--- config.mk ---
export PLATFORM = sky130hd
export DESIGN_NAME = robot_drive_top
export DESIGN_NICKNAME = d
export VERILOG_FILES = /design/src/design/robot_pkg.sv /design/src/design/robot_drive_top.sv /design/src/design/motor_pwm.sv /design/src/design/drive_select.sv /design/src/design/drive_timer.sv /design/src/design/mode_fsm.sv
export SDC_FILE = /design/constraint.sdc
export NUM_CORES = 1
export LEC_CHECK = 0
export BUFFER_PORTS_ARGS = -buffer_cell sky130_fd_sc_hd__buf_2
export CAP_MARGIN = 20
export CORE_MARGIN = 2
export CORE_UTILIZATION = 27
export CTS_BUF_LIST = sky130_fd_sc_hd__clkbuf_8
export DETAILED_ROUTE_END_ITERATION = 8
export GPL_TIMING_DRIVEN = 1
export PLACE_DENSITY_LB_ADDON = 0.3
export SLEW_MARGIN = 10
export SYNTH_ARGS = -nofsm -noshare
export SYNTH_HDL_FRONTEND = slang
export SYNTH_HIERARCHICAL = 1
export SYNTH_SLANG_ARGS = --single-unit
--- constraint.sdc ---
create_clock -name clk_50 -period 2.69 [get_ports clk_50]
set_input_delay 0.538 -clock clk_50 [delete_from_list [all_inputs] [get_ports clk_50]]
set_output_delay 0.538 -clock clk_50 [all_outputs]
set_load 0.01 [all_outputs]
--- src/design/robot_pkg.sv ---
package robot_pkg;

    // IR remote button codes, one decoded byte per press
    localparam logic [7:0] btn_cam   = 8'h0f;
    localparam logic [7:0] btn_ir    = 8'h13;
    localparam logic [7:0] btn_idle  = 8'h10;
    localparam logic [7:0] btn_fwd   = 8'h18;
    localparam logic [7:0] btn_left  = 8'h08;
    localparam logic [7:0] btn_right = 8'h5a;
    localparam logic [7:0] btn_stop  = 8'h1c;

    // direction codes in the camera report
    localparam logic [2:0] cam_dir_left  = 3'd1;
    localparam logic [2:0] cam_dir_right = 3'd2;
    localparam logic [2:0] cam_dir_ahead = 3'd3;

    // pwm and hold timing, all in clk_50 cycles
    localparam int pwm_count_w = 6;
    localparam int hold_w      = 8;

    localparam logic [pwm_count_w-1:0] pwm_period  = 6'd50;
    localparam logic [pwm_count_w-1:0] duty_slow   = 6'd15;
    localparam logic [pwm_count_w-1:0] duty_medium = 6'd30;
    localparam logic [pwm_count_w-1:0] duty_fast   = 6'd50;
    localparam logic [pwm_count_w-1:0] duty_turn   = 6'd20;

    // lifetime of one manual command
    localparam logic [hold_w-1:0] hold_ticks = 8'd200;

    typedef enum logic [1:0] {
        mode_idle = 2'b00,
        mode_cam  = 2'b01,
        mode_ir   = 2'b10
    } mode_t;

    // tracking sub-state, only meaningful in camera mode
    typedef enum logic [1:0] {
        cam_search = 2'b00,
        cam_follow = 2'b01,
        cam_pause  = 2'b11
    } cam_state_t;

    typedef enum logic [2:0] {
        drive_stop   = 3'd0,
        drive_left   = 3'd1,
        drive_right  = 3'd2,
        drive_slow   = 3'd3,
        drive_medium = 3'd4,
        drive_fast   = 3'd5
    } drive_t;

    // camera report, speed 3 is invalid
    typedef struct packed {
        logic [2:0] direction;
        logic [1:0] speed;
        logic       orange;
    } sensor_t;

    // wheel outputs, fwd low means the wheel runs in reverse
    typedef struct packed {
        logic left_pwm;
        logic left_fwd;
        logic right_pwm;
        logic right_fwd;
    } motor_cmd_t;

endpackage
--- src/design/robot_drive_top.sv ---
`timescale 1ns/1ps

module robot_drive_top import robot_pkg::*; (
    input  logic       clk_50,
    input  logic       rst_n,
    input  logic       ir_valid,
    input  logic [7:0] ir_code,
    input  sensor_t    sensor,
    output mode_t      mode,
    output cam_state_t cam_state,
    output drive_t     drive,
    output motor_cmd_t motor,
    output logic       mode_change
);

    logic [pwm_count_w-1:0] pwm_count;
    logic                   hold_active;
    logic                   manual_load;

    mode_fsm mode_fsm_i (
        .clk_50      (clk_50),
        .rst_n       (rst_n),
        .ir_valid    (ir_valid),
        .ir_code     (ir_code),
        .orange      (sensor.orange),
        .mode        (mode),
        .cam_state   (cam_state),
        .mode_change (mode_change)
    );

    drive_timer drive_timer_i (
        .clk_50      (clk_50),
        .rst_n       (rst_n),
        .manual_load (manual_load),
        .mode_change (mode_change),
        .pwm_count   (pwm_count),
        .hold_active (hold_active)
    );

    drive_select drive_select_i (
        .clk_50      (clk_50),
        .rst_n       (rst_n),
        .mode        (mode),
        .cam_state   (cam_state),
        .sensor      (sensor),
        .ir_valid    (ir_valid),
        .ir_code     (ir_code),
        .hold_active (hold_active),
        .drive       (drive),
        .manual_load (manual_load)
    );

    motor_pwm motor_pwm_i (
        .clk_50    (clk_50),
        .rst_n     (rst_n),
        .drive     (drive),
        .pwm_count (pwm_count),
        .motor     (motor)
    );

endmodule

--- src/design/motor_pwm.sv ---
`timescale 1ns/1ps

module motor_pwm import robot_pkg::*; (
    input  logic                   clk_50,
    input  logic                   rst_n,
    input  drive_t                 drive,
    input  logic [pwm_count_w-1:0] pwm_count,
    output motor_cmd_t             motor
);

    logic [pwm_count_w-1:0] duty;
    logic                   left_fwd;
    logic                   right_fwd;

    // duty and wheel directions per drive state
    always_comb begin
        duty      = '0;
        left_fwd  = 1'b1;
        right_fwd = 1'b1;
        case (drive)
            drive_left: begin
                duty     = duty_turn;
                left_fwd = 1'b0;
            end
            drive_right: begin
                duty      = duty_turn;
                right_fwd = 1'b0;
            end
            drive_slow:   duty = duty_slow;
            drive_medium: duty = duty_medium;
            drive_fast:   duty = duty_fast;
            default:      duty = '0;
        endcase
    end

    // both wheels share one duty, turning comes from the direction bits
    always_ff @(posedge clk_50) begin
        if (!rst_n) begin
            motor <= '0;
        end else begin
            motor.left_pwm  <= (pwm_count < duty);
            motor.right_pwm <= (pwm_count < duty);
            motor.left_fwd  <= left_fwd;
            motor.right_fwd <= right_fwd;
        end
    end

    a_stop_quiet : assert property (
        @(posedge clk_50) disable iff (!rst_n)
        ($past(drive) == drive_stop) |-> !motor.left_pwm && !motor.right_pwm
    );

endmodule

--- src/design/drive_select.sv ---
`timescale 1ns/1ps

module drive_select import robot_pkg::*; (
    input  logic       clk_50,
    input  logic       rst_n,
    input  mode_t      mode,
    input  cam_state_t cam_state,
    input  sensor_t    sensor,
    input  logic       ir_valid,
    input  logic [7:0] ir_code,
    input  logic       hold_active,
    output drive_t     drive,
    output logic       manual_load
);

    drive_t manual_next;
    drive_t manual_drive;
    logic   manual_hit;
    drive_t follow_drive;

    // manual buttons, decoded whatever the mode
    always_comb begin
        manual_hit  = 1'b1;
        manual_next = drive_stop;
        case (ir_code)
            btn_fwd:   manual_next = drive_medium;
            btn_left:  manual_next = drive_left;
            btn_right: manual_next = drive_right;
            btn_stop:  manual_next = drive_stop;
            default:   manual_hit  = 1'b0;
        endcase
    end

    // only acted on while in IR mode
    assign manual_load = ir_valid && (mode == mode_ir) && manual_hit;

    always_ff @(posedge clk_50) begin
        if (manual_load)
            manual_drive <= manual_next;
    end

    // steering from the camera report while following
    always_comb begin
        case (sensor.direction)
            cam_dir_right: follow_drive = drive_right;
            cam_dir_left:  follow_drive = drive_left;
            cam_dir_ahead: begin
                case (sensor.speed)
                    2'd0:    follow_drive = drive_slow;
                    2'd1:    follow_drive = drive_medium;
                    2'd2:    follow_drive = drive_fast;
                    default: follow_drive = drive_stop;
                endcase
            end
            default: follow_drive = drive_stop;
        endcase
    end

    always_ff @(posedge clk_50) begin
        if (!rst_n) begin
            drive <= drive_stop;
        end else begin
            case (mode)
                mode_cam: begin
                    if (cam_state == cam_search)
                        drive <= drive_right;
                    else if (cam_state == cam_follow)
                        drive <= follow_drive;
                    else
                        drive <= drive_stop;
                end
                mode_ir: drive <= hold_active ? manual_drive : drive_stop;
                default: drive <= drive_stop;
            endcase
        end
    end

endmodule

--- src/design/drive_timer.sv ---
`timescale 1ns/1ps

module drive_timer import robot_pkg::*; (
    input  logic                   clk_50,
    input  logic                   rst_n,
    input  logic                   manual_load,
    input  logic                   mode_change,
    output logic [pwm_count_w-1:0] pwm_count,
    output logic                   hold_active
);

    logic [hold_w-1:0] hold_count;

    // free-running pwm period counter
    always_ff @(posedge clk_50) begin
        if (!rst_n) begin
            pwm_count <= '0;
        end else if (pwm_count == pwm_period - 1'b1) begin
            pwm_count <= '0;
        end else begin
            pwm_count <= pwm_count + 1'b1;
        end
    end

    // a fresh press wins over the clear, it can land right after entering IR mode
    always_ff @(posedge clk_50) begin
        if (!rst_n) begin
            hold_count <= '0;
        end else if (manual_load) begin
            hold_count <= hold_ticks;
        end else if (mode_change) begin
            hold_count <= '0;
        end else if (hold_count != '0) begin
            hold_count <= hold_count - 1'b1;
        end
    end

    assign hold_active = (hold_count != '0);

    a_pwm_range : assert property (
        @(posedge clk_50) disable iff (!rst_n)
        pwm_count < pwm_period
    );

endmodule

--- src/design/mode_fsm.sv ---
`timescale 1ns/1ps

module mode_fsm import robot_pkg::*; (
    input  logic       clk_50,
    input  logic       rst_n,
    input  logic       ir_valid,
    input  logic [7:0] ir_code,
    input  logic       orange,
    output mode_t      mode,
    output cam_state_t cam_state,
    output logic       mode_change
);

    mode_t      mode_next;
    cam_state_t cam_next;

    // mode only moves on a button strobe
    always_comb begin
        mode_next = mode;
        if (ir_valid) begin
            case (mode)
                mode_idle: begin
                    if (ir_code == btn_cam)
                        mode_next = mode_cam;
                    else if (ir_code == btn_ir)
                        mode_next = mode_ir;
                end
                mode_cam: begin
                    if (ir_code == btn_ir)
                        mode_next = mode_ir;
                    else if (ir_code == btn_idle)
                        mode_next = mode_idle;
                end
                mode_ir: begin
                    if (ir_code == btn_cam)
                        mode_next = mode_cam;
                    else if (ir_code == btn_idle)
                        mode_next = mode_idle;
                end
                default: mode_next = mode_idle;
            endcase
        end
    end

    // tracking looks at the mode being entered, not the current one
    always_comb begin
        if (mode_next != mode_cam) begin
            cam_next = cam_pause;
        end else begin
            case (cam_state)
                cam_pause:  cam_next = cam_search;
                cam_search: cam_next = orange ? cam_follow : cam_search;
                cam_follow: cam_next = orange ? cam_follow : cam_search;
                default:    cam_next = cam_pause;
            endcase
        end
    end

    always_ff @(posedge clk_50) begin
        if (!rst_n) begin
            mode        <= mode_idle;
            cam_state   <= cam_pause;
            mode_change <= 1'b0;
        end else begin
            mode        <= mode_next;
            cam_state   <= cam_next;
            // one cycle pulse after any mode or sub-state move
            mode_change <= (mode_next != mode) || (cam_next != cam_state);
        end
    end

    a_mode_legal : assert property (
        @(posedge clk_50) disable iff (!rst_n)
        mode inside {mode_idle, mode_cam, mode_ir}
    );

    // a pulse needs a button strobe or live tracking at the edge before it
    a_change_backed : assert property (
        @(posedge clk_50) disable iff (!rst_n)
        mode_change |-> $past(ir_valid) || ($past(mode) == mode_cam)
    );

endmodule

Word-level counts from Yosys, hierarchy flattened --
Cells that the tools add are included.
Storage, ports and cells: register bits 28, bits of input ports 17, logic and storage cells 77, output and inout bits 12
Cells by class: multiplexer cells 24, bitwise logic cells 1, order comparisons 1, eq/ne operators 25, reductions and logical operators 13, add/sub/neg operators 2
Operator list (count):
- equality test 8 x 5 -> 1 bit (second input constant) | 4
- one-hot mux 3 bit (3 select lines) | 3
- 2-to-1 mux 8 bit | 3
- one-hot mux 6 bit (4 select lines) | 1
- equality test 8 x 4 -> 1 bit (second input constant) | 2
- 2-to-1 mux 2 bit | 7
- equality test 3 x 2 -> 1 bit (second input constant) | 4
- 2-to-1 mux 3 bit | 3
- equality test 8 x 7 -> 1 bit (second input constant) | 1
- nonzero test 8 bit | 1
- subtractor 8 x 1 -> 8 bit (second input constant) | 1
- adder 6 x 1 -> 6 bit (second input constant) | 1
- equality test 2 x 1 -> 1 bit (second input constant) | 3
- equality test 2 bit (second input constant) | 3
- equality test 3 x 1 -> 1 bit (second input constant) | 2
- equality test 3 bit (second input constant) | 2
- equality test 6 bit (second input constant) | 1
- logical NOT 2 bit | 3
- < comparator 6 bit | 1
- one-hot mux 2 bit (3 select lines) | 1
- one-hot mux 3 bit (2 select lines) | 1
- OR reduction 2 bit | 3
- 2-to-1 mux 1 bit | 4
- != test 2 bit | 2
- 8 further kinds | 9

Longest topological paths before layout --
Gate-level depths: netlist (run 1).
word-level depth 9, depth in mapped cells 8

Modules after synthesis --
Netlist (run 1), hierarchy kept.
By module, submodules not included:
- drive_timer | area an instance 704.4 um^2, cells an instance 72, times used 1, seq. area each 280.3 um^2
- drive_select | area an instance 401.6 um^2, cells an instance 37, times used 1, seq. area each 150.1 um^2
- mode_fsm | area an instance 369.1 um^2, cells an instance 43, times used 1, seq. area each 100.1 um^2
- motor_pwm | area an instance 260.2 um^2, cells an instance 29, times used 1, seq. area each 60.1 um^2

Least setup slack after synthesis (run 1) --
No wires, ideal clock.
kind register -> register, start register drive_timer_i.hold_count[0], end register drive_select_i.drive[1], period minus slack after synthesis 1.745 ns, data arrival time 1.628 ns, data required time 2.573 ns, setup time 0.117 ns, cell stages (with the launch flop) 8, slack 0.945 ns, path buffers 0, path through dfxtp_1 inv_1 ha_1 or3b_2 nor2_8 inv_2 and4b_1 a22o_1
Between the ends: cells in the longest elaborated chain, start to end 3
Ends and longest elaborated chain:
- start, declared | RTL line drive_timer.sv:12 | logic [hold_w-1:0] hold_count;
- start signal, assigned | RTL line drive_timer.sv:30 | hold_count <= hold_ticks;
- start signal, assigned | RTL line drive_timer.sv:34 | hold_count <= hold_count - 1'b1;
- nonzero test 8 bit | RTL line drive_timer.sv:38 | assign hold_active = (hold_count != '0);
- net hold_active | RTL line robot_drive_top.sv:17 | logic hold_active;
- 2-to-1 mux 3 bit | RTL line drive_select.sv:72 | mode_ir: drive <= hold_active ? manual_drive : drive_stop;
- one-hot mux 3 bit (2 select lines) | RTL line drive_select.sv:63 | case (mode)
- end signal, assigned | RTL line drive_select.sv:66 | drive <= drive_right;
- end signal, assigned | RTL line drive_select.sv:72
- end signal, assigned | RTL line drive_select.sv:73 | default: drive <= drive_stop;
- end, declared | RTL line drive_select.sv:12 | output drive_t drive,
The timed path passes the listed nets, and every way through them passes these cells. A chain may end at the register's enable or synchronous reset.

Final worst setup path (run 1) --
Same ends and word-level chain as after synthesis.

==> results of run 1 <==
-- power groups by stage --
| stage | Sequential, µW | Clock, µW | Combinational, µW |
|---|---|---|---|
| 3_5_place_dp | 545 | 0 | 473 |
| 3_3_place_gp | 545 | 0 | 467 |
| 5_1_grt | 548 | 294 | 526 |
| 6_report | 536 | 267 | 470 |
| 2_1_floorplan | 532 | 0 | 410 |
| 4_1_cts | 536 | 279 | 475 |
-- sequential cells by signal, summed over array words and instances (netlist names) --
signal	flops
mode_fsm_i/cam_state	2
drive_timer_i/hold_count	8
drive_timer_i/pwm_count	6
mode_fsm_i/mode	2
drive_select_i/drive	3
mode_fsm_i/mode_change	1
drive_select_i/manual_drive	3
motor_pwm_i/motor	3
-- final timing paths --
path | startpoint | endpoint | depth (start not counted)
min | drive_select_i/manual_drive[1]$_DFFE_PP_ | drive_select_i/drive[1]$_SDFF_PN0_ | 1
max reg2reg | drive_timer_i/hold_count[0]$_SDFFE_PP0N_ | drive_select_i/drive[1]$_SDFF_PN0_ | 7
max | drive_timer_i/hold_count[0]$_SDFFE_PP0N_ | drive_select_i/drive[1]$_SDFF_PN0_ | 7
min reg2reg | drive_select_i/manual_drive[1]$_DFFE_PP_ | drive_select_i/drive[1]$_SDFF_PN0_ | 1
-- layout make-up --
type                       instances  area (µm²)
multi-input combinational        137        1070
timing repair buffer              29         148
tap                               77        96.3
clock buffer                       4        55.1
fill                             658        4260
inverter                          14        52.6
sequential                        28         591
-- cell families after synthesis --
group,count (synthesis)
AND/OR/NAND/NOR,75
flip-flops,28
XOR/XNOR,9
buffers and inverters,16
adder cells (fa/ha/maj),14
AO/OA/AOI/OAI,38
multiplexers,1
-- through the flow --
stage          setup slack [ns]  power [µW]  cell area [µm²]  hold WS, ns
4_1_cts                   0.845        1290             2020        0.486
5_1_grt                   0.757        1370             2020        0.506
2_1_floorplan             0.945         942             1740        0.418
6_report                  0.859        1270             2020        0.473
3_5_place_dp              0.862        1020             1960        0.461
3_3_place_gp              0.891        1010             1960        0.451
-- layout by cell type, fill, tap and decap left out, types with 4 or more instances in the layout --
master,instances
inv_1,13
dfxtp_1,25
o21ai_0,5
xor2_1,4
ha_1,14
clkbuf_8,4
nand3_1,8
nand2_1,12
xnor2_1,5
a21oi_1,7
nor2b_1,6
buf_2,28
nor2_1,12
nand2b_1,5
-- layer usage --
layer  track usage (%)  routed length, µm
met1              13.8               1770
met2              17.2               1670
met3              1.77                142
met4              3.96                 36
met5                 0                  0
==> flow_metrics.py, run 1 <==
metrics = {
    "outcome": {
        "status": "finished, final reports clean",
    },
    "clocking": {
        "clk_latency_ns": 0.28,
        "hold_buffers": 0,
        "cts_root_buffer": "clkbuf_8",
        "cts-resized-gates": 0,
        "cts.clk_slew.worst_paths_ns": 0.10,
        "cts_setup_buffers": 0,
        "clockBufferDepth": 2,
        "cts_tree": "done",
        "clkSinkCount": 28,
        "htree_levels": 1,
        "cts_buffers": 3,
    },
    "critical_path": {
        "cp_cell_sequence": "inv_1 -> ha_1 -> or3b_2 -> nor2_8 -> inv_2 -> and4b_1 -> a22o_1",
        "cp-end-kind": "register",
        "cp_top_family": "simple AND/OR/NAND/NOR gates",
        "crit_path_max_fanout": 5,
        "crit_arrival_ns": 2.01,
        "critPathKind": "reg -> reg",
        "critPathBufInv": 2,
        "slowest_delay_ns": 0.55,
        "worstPathRequired_ns": 2.87,
        "r2r_slack_ns": 0.86,
        "cp_slowest_cell": "or3b_2",
        "startpoint_type": "register",
    },
    "synthesis": {
        "synthArstFlopShare_pct": 0,
        "synth_top_cell_by_area": "dfxtp_1",
        "synthMuxAreaShare_pct": 0.577,
        "synth_nets": 212,
        "synth-simple-area-share_pct": 29.8,
        "yosysMostFrequentCell": "dfxtp_1",
        "synth-seq-area-share_pct": 34.0,
        "synth_top_family_by_area": "simple AND/OR/NAND/NOR gates",
        "synth_edf_count": 3,
        "avgSynthCellArea_um2": 9.59,
        "synthTopCellsByCount": "dfxtp_1 (25), ha_1 (14), inv_1 (13)",
        "synthXorXnorAreaFrac_pct": 4.54,
        "synth_cell_types": 56,
        "synthFlopType": "dfxtp_1",
        "synthAdderAreaFrac_pct": 10.1,
        "synth_area_leaders": "dfxtp_1 (29%), ha_1 (10%), edfxtp_1 (5.2%)",
        "ys_ff_latch": 28,
        "yosys_warnings": 6,
        "syn_area_mm2": 0.00174,
        "synth_cells": 181,
        "synth_compound_area_share_pct": 16.9,
        "synth.top_cell.area_share_pct": 28.8,
    },
    "power_and_ir_drop": {
        "p_comb_share_pct": 36.9,
        "seqPwrFrac_pct": 42.1,
        "p_clk_share_pct": 21.0,
        "p_per_area_mw_per_mm2": 632,
        "swShare_pct": 35.0,
        "leakage_uw": 0.000806,
        "ir_worst_vdd_mv": 0.244,
        "switchingPower_uw": 446,
        "intPower_uw": 827,
    },
    "drt": {
        "routedWlPerCell_um": 12.5,
        "antenna_left": 0,
        "wirelength_mm": 3.61,
        "via_per_inst": 4.94,
        "drtIter0Drc": 36,
        "vias": 1427,
        "dr.pass1.iters": 4,
        "drc_errors": 0,
    },
    "global_route": {
        "grt_pass1_vias": 1392,
        "gr-total-overflow": 0,
        "grt_max_degree": 16,
        "grt_pass1_wl_mm": 6.18,
        "grt_use_total_pct": 10.5,
        "antenna_found_initial": 0,
    },
    "timing": {
        "finalSetupViolCount": 0,
        "fmax_ghz": 0.546,
        "post-route-min-period_ns": 1.83,
        "period_share_pct": 68.1,
        "worst_pin_slew_ns": 0.542,
        "grt_setup_unrepaired": "false",
        "slew_headroom_pct": 63.4,
        "final_hold_viol_count": 0,
        "slew_viol_final": 0,
        "setup_tns_ns": 0,
        "finClkSkew_ns": 0.00867,
    },
    "placed_design": {
        "port_buffers": 28,
        "place_congestion": 0.741,
        "dp_hpwl_mm": 2.79,
        "dp_cells": 285,
    },
    "cells_and_area": {
        "insertedDiodeCount": 0,
        "drive_above_1_share_pct": 24.5,
        "finalNonFillerCells": 289,
        "fin_nets": 244,
        "post-route-util_pct": 32.1,
        "area_growth_syn_to_layout_pct": 16.1,
    },
    "die": {
        "core_area_mm2": 0.00628,
        "start_util_pct": 27.6,
        "ioPinCount": 29,
        "rows": 29,
        "dieArea_mm2": 0.00708,
        "die_h_um": 84.2,
        "die_w_um": 84.2,
    },
    "run": {
        "drv_cap": 0,
    },
    "min_path": {
        "hold_class": "reg -> reg",
    },
}
Note: power is estimated with default switching activity, not from simulation.
==> inputs of run 2 (changes only) <==
--- a/config.mk
+++ b/config.mk
@@ -5,6 +5,7 @@
 export SDC_FILE = /design/constraint.sdc
 export NUM_CORES = 1
 export LEC_CHECK = 0
+export ABC_AREA = 1
 export BUFFER_PORTS_ARGS = -buffer_cell sky130_fd_sc_hd__buf_2
 export CAP_MARGIN = 20
 export CORE_MARGIN = 2
==> constraint.sdc (replaced) <==
create_clock -name clk_50 -period 1.65 [get_ports clk_50]
set_input_delay 0.33 -clock clk_50 [delete_from_list [all_inputs] [get_ports clk_50]]
set_output_delay 0.33 -clock clk_50 [all_outputs]
set_load 0.01 [all_outputs]
==> run 2 against run 1 <==
- global-route usage fell by 0.70 points
- maximum frequency rose by 23%
- sequential cell count did not move
- critical path type unchanged
- register-to-register slack got worse by 0.70 ns
==> flow_metrics.py, run 2 <==
metrics = {
    "synthesis": {
        "synth_cells": 295,
        "synth_edf_count": 3,
        "synth_nets": 326,
        "synth-simple-area-share_pct": 39.8,
        "synthAdderAreaFrac_pct": 8.95,
        "yosysMostFrequentCell": "nand2_1",
        "ys_ff_latch": 28,
        "synth_cell_types": 27,
        "synthFlopType": "dfxtp_1",
        "synthXorXnorAreaFrac_pct": 2.69,
        "syn_area_mm2": 0.00196,
        "synthArstFlopShare_pct": 0,
        "synthMuxAreaShare_pct": 0,
        "synth_compound_area_share_pct": 6.01,
        "synth.top_cell.area_share_pct": 25.6,
        "avgSynthCellArea_um2": 6.63,
        "synth_top_family_by_area": "simple AND/OR/NAND/NOR gates",
        "synth_top_cell_by_area": "dfxtp_1",
        "synthTopCellsByCount": "nand2_1 (60), inv_1 (52), nor2_1 (47)",
        "synth-seq-area-share_pct": 30.2,
        "synth_area_leaders": "dfxtp_1 (26%), nand2_1 (12%), inv_1 (10%)",
        "yosys_warnings": 6,
    },
    "clocking": {
        "htree_levels": 1,
        "cts_buffers": 3,
        "cts_root_buffer": "clkbuf_8",
        "clkSinkCount": 28,
        "cts_tree": "done",
        "clk_latency_ns": 0.27,
        "clockBufferDepth": 2,
        "cts.clk_slew.worst_paths_ns": 0.09,
    },
    "cells_and_area": {
        "final_cell_area_mm2": 0.00233,
        "drive_above_1_share_pct": 24.2,
        "layout_common_cells": "nand2_1 (60), inv_1 (52), nor2_1 (47)",
        "regMostFlops": "drive_timer_i/hold_count",
        "largest_reg_flops": 8,
        "area_growth_syn_to_layout_pct": 18.9,
        "fillCellCount": 795,
        "fin_nets": 363,
        "reg_top3": "drive_timer_i/hold_count x8, drive_timer_i/pwm_count x6",
        "insertedDiodeCount": 0,
        "final_common_cell": "nand2_1",
    },
    "global_route": {
        "use_met2_pct": 17.6,
        "grt_use_met1_pct": 12.2,
        "grt_max_degree": 17,
        "grt_pass1_wl_mm": 6.35,
        "grt_use_total_pct": 9.79,
        "grt_most_used_layer": "met2",
        "grtUsageMet3_pct": 1.39,
        "grt_pass1_vias": 1565,
        "antenna_found_initial": 0,
        "gr-total-overflow": 0,
    },
    "power_and_ir_drop": {
        "swShare_pct": 35.9,
        "p_per_area_mw_per_mm2": 958,
        "p_comb_share_pct": 37.1,
        "intPower_uw": 1430,
        "ir_worst_vdd_mv": 0.338,
        "leakage_uw": 0.00119,
        "switchingPower_uw": 801,
        "seqPwrFrac_pct": 39.1,
        "p_clk_share_pct": 23.8,
    },
    "timing": {
        "period_share_pct": 90.5,
        "fmax_ghz": 0.669,
        "grt_setup_unrepaired": "false",
        "post-route-min-period_ns": 1.49,
        "finalSetupViolCount": 0,
        "slew_viol_final": 0,
        "setup_tns_ns": 0,
        "final_hold_viol_count": 0,
        "finClkSkew_ns": 0.00351,
        "slew_headroom_pct": 70.7,
        "hold-worst-slack_ns": 0.346,
        "worst_pin_slew_ns": 0.436,
    },
    "drt": {
        "routedWlPerCell_um": 8.48,
        "drc_errors": 0,
        "antenna_left": 0,
        "via_per_inst": 4.07,
        "wirelength_mm": 3.65,
        "drtIter0Drc": 61,
        "dr.pass1.iters": 4,
        "vias": 1751,
    },
    "die": {
        "ioPinCount": 29,
        "die_w_um": 89.1,
        "rows": 31,
        "core_area_mm2": 0.00714,
        "start_util_pct": 27.4,
        "dieArea_mm2": 0.00795,
        "die_h_um": 89.1,
    },
    "critical_path": {
        "startpoint_type": "register",
        "cp-end-kind": "register",
        "crit_arrival_ns": 1.70,
        "critPathKind": "reg -> reg",
        "worstPathRequired_ns": 1.86,
        "crit_path_max_fanout": 4,
    },
    "min_path": {
        "hold_class": "in -> reg",
    },
    "outcome": {
        "status": "finished, final reports clean",
    },
    "run": {
        "drv_cap": 0,
    },
    "placed_design": {
        "dp_hpwl_mm": 3.06,
        "post_dp_cell_area_mm2": 0.00224,
        "place_congestion": 0.835,
        "port_buffers": 28,
    },
}
==> run 2: logic make-up after synthesis <==
| logic type | count (synthesis) |
|---|---|
| compound gates | 20 |
| xor+xnor | 6 |
| fa+ha+maj | 14 |
| buf+inv | 63 |
| flops | 28 |
| simple gates | 164 |
==> run 2: final cells by class <==
type,count,area (µm²),share of cell area (%)
timing repair buffer,34,185,7.96
inverter,61,229,9.84
tap,99,124,5.33
multi-input combinational,204,1120,48.4
clock inverter,1,30.0,1.29
sequential,28,592,25.4
clock buffer,3,41.3,1.78
==> run 2: metrics by stage <==
stage               util [%]  std cells  total power [µW]  setup slack (ns)
global route            32.6        430              2430            0.0165
global placement        31.4        424              1700             0.116
CTS                     32.4        428              2250             0.138
detailed placement      31.4        424              1720             0.103
finish                  32.6        430              2230             0.156
floorplan                  -        295              1540             0.110
==> run 2: layer usage <==
| metal | routed length [µm] | vias up |
|---|---|---|
| met1 | 1770 | 762 |
| met4 | 0 | 0 |
| met3 | 95 | 0 |
| met2 | 1780 | 22 |
| li1 | - | 967 |
| met5 | 0 | - |
==> run 2: path summary, 6_finish.rpt <==
kind / endpoint / depth (start not counted) / startpoint / slack (ns)
setup / recovery: motor_pwm_i/motor[1]$_SDFF_PN0_ / 11 / drive_select_i/drive[2]$_SDFF_PN0_ / 0.16
hold / removal: drive_select_i/drive[0]$_SDFF_PN0_ / 3 / sensor[5] / 0.35
setup reg to reg: motor_pwm_i/motor[1]$_SDFF_PN0_ / 11 / drive_select_i/drive[2]$_SDFF_PN0_ / 0.16
hold reg to reg: drive_timer_i/hold_count[0]$_SDFFE_PP0N_ / 1 / drive_timer_i/hold_count[0]$_SDFFE_PP0N_ / 0.49
==> run 2: power by group through the flow <==
stage               combinational [µW]  sequential, µW  clock [µW]
detailed placement                 833             886           0
global placement                   817             886           0
finish                             827             872         530
CTS                                837             872         543
global route                       966             888         572
floorplan                          663             874           0
==> run 2: worst max-delay path, stage by stage, from the launching register on <==
cell	delay (ns)
dfxtp_1	0.39
inv_1	0.09
nor2_2	0.10
nand2_1	0.05
o21ai_1	0.09
inv_2	0.06
ha_1	0.29
nand2_1	0.07
nand2_1	0.05
nand3_1	0.06
nand3_1	0.07
a21oi_2	0.11
==> run 2: repair_timing <==
| action | 4_1_cts | 5_1_grt |
|---|---|---|
| hold buffers | 0 | 0 |
| hold endpoints to repair | 0 | 0 |
| resized for setup | 0 | 1 |
| buffers inserted | 0 | 2 |
| endpoints found under the setup margin | 0 | 1 |
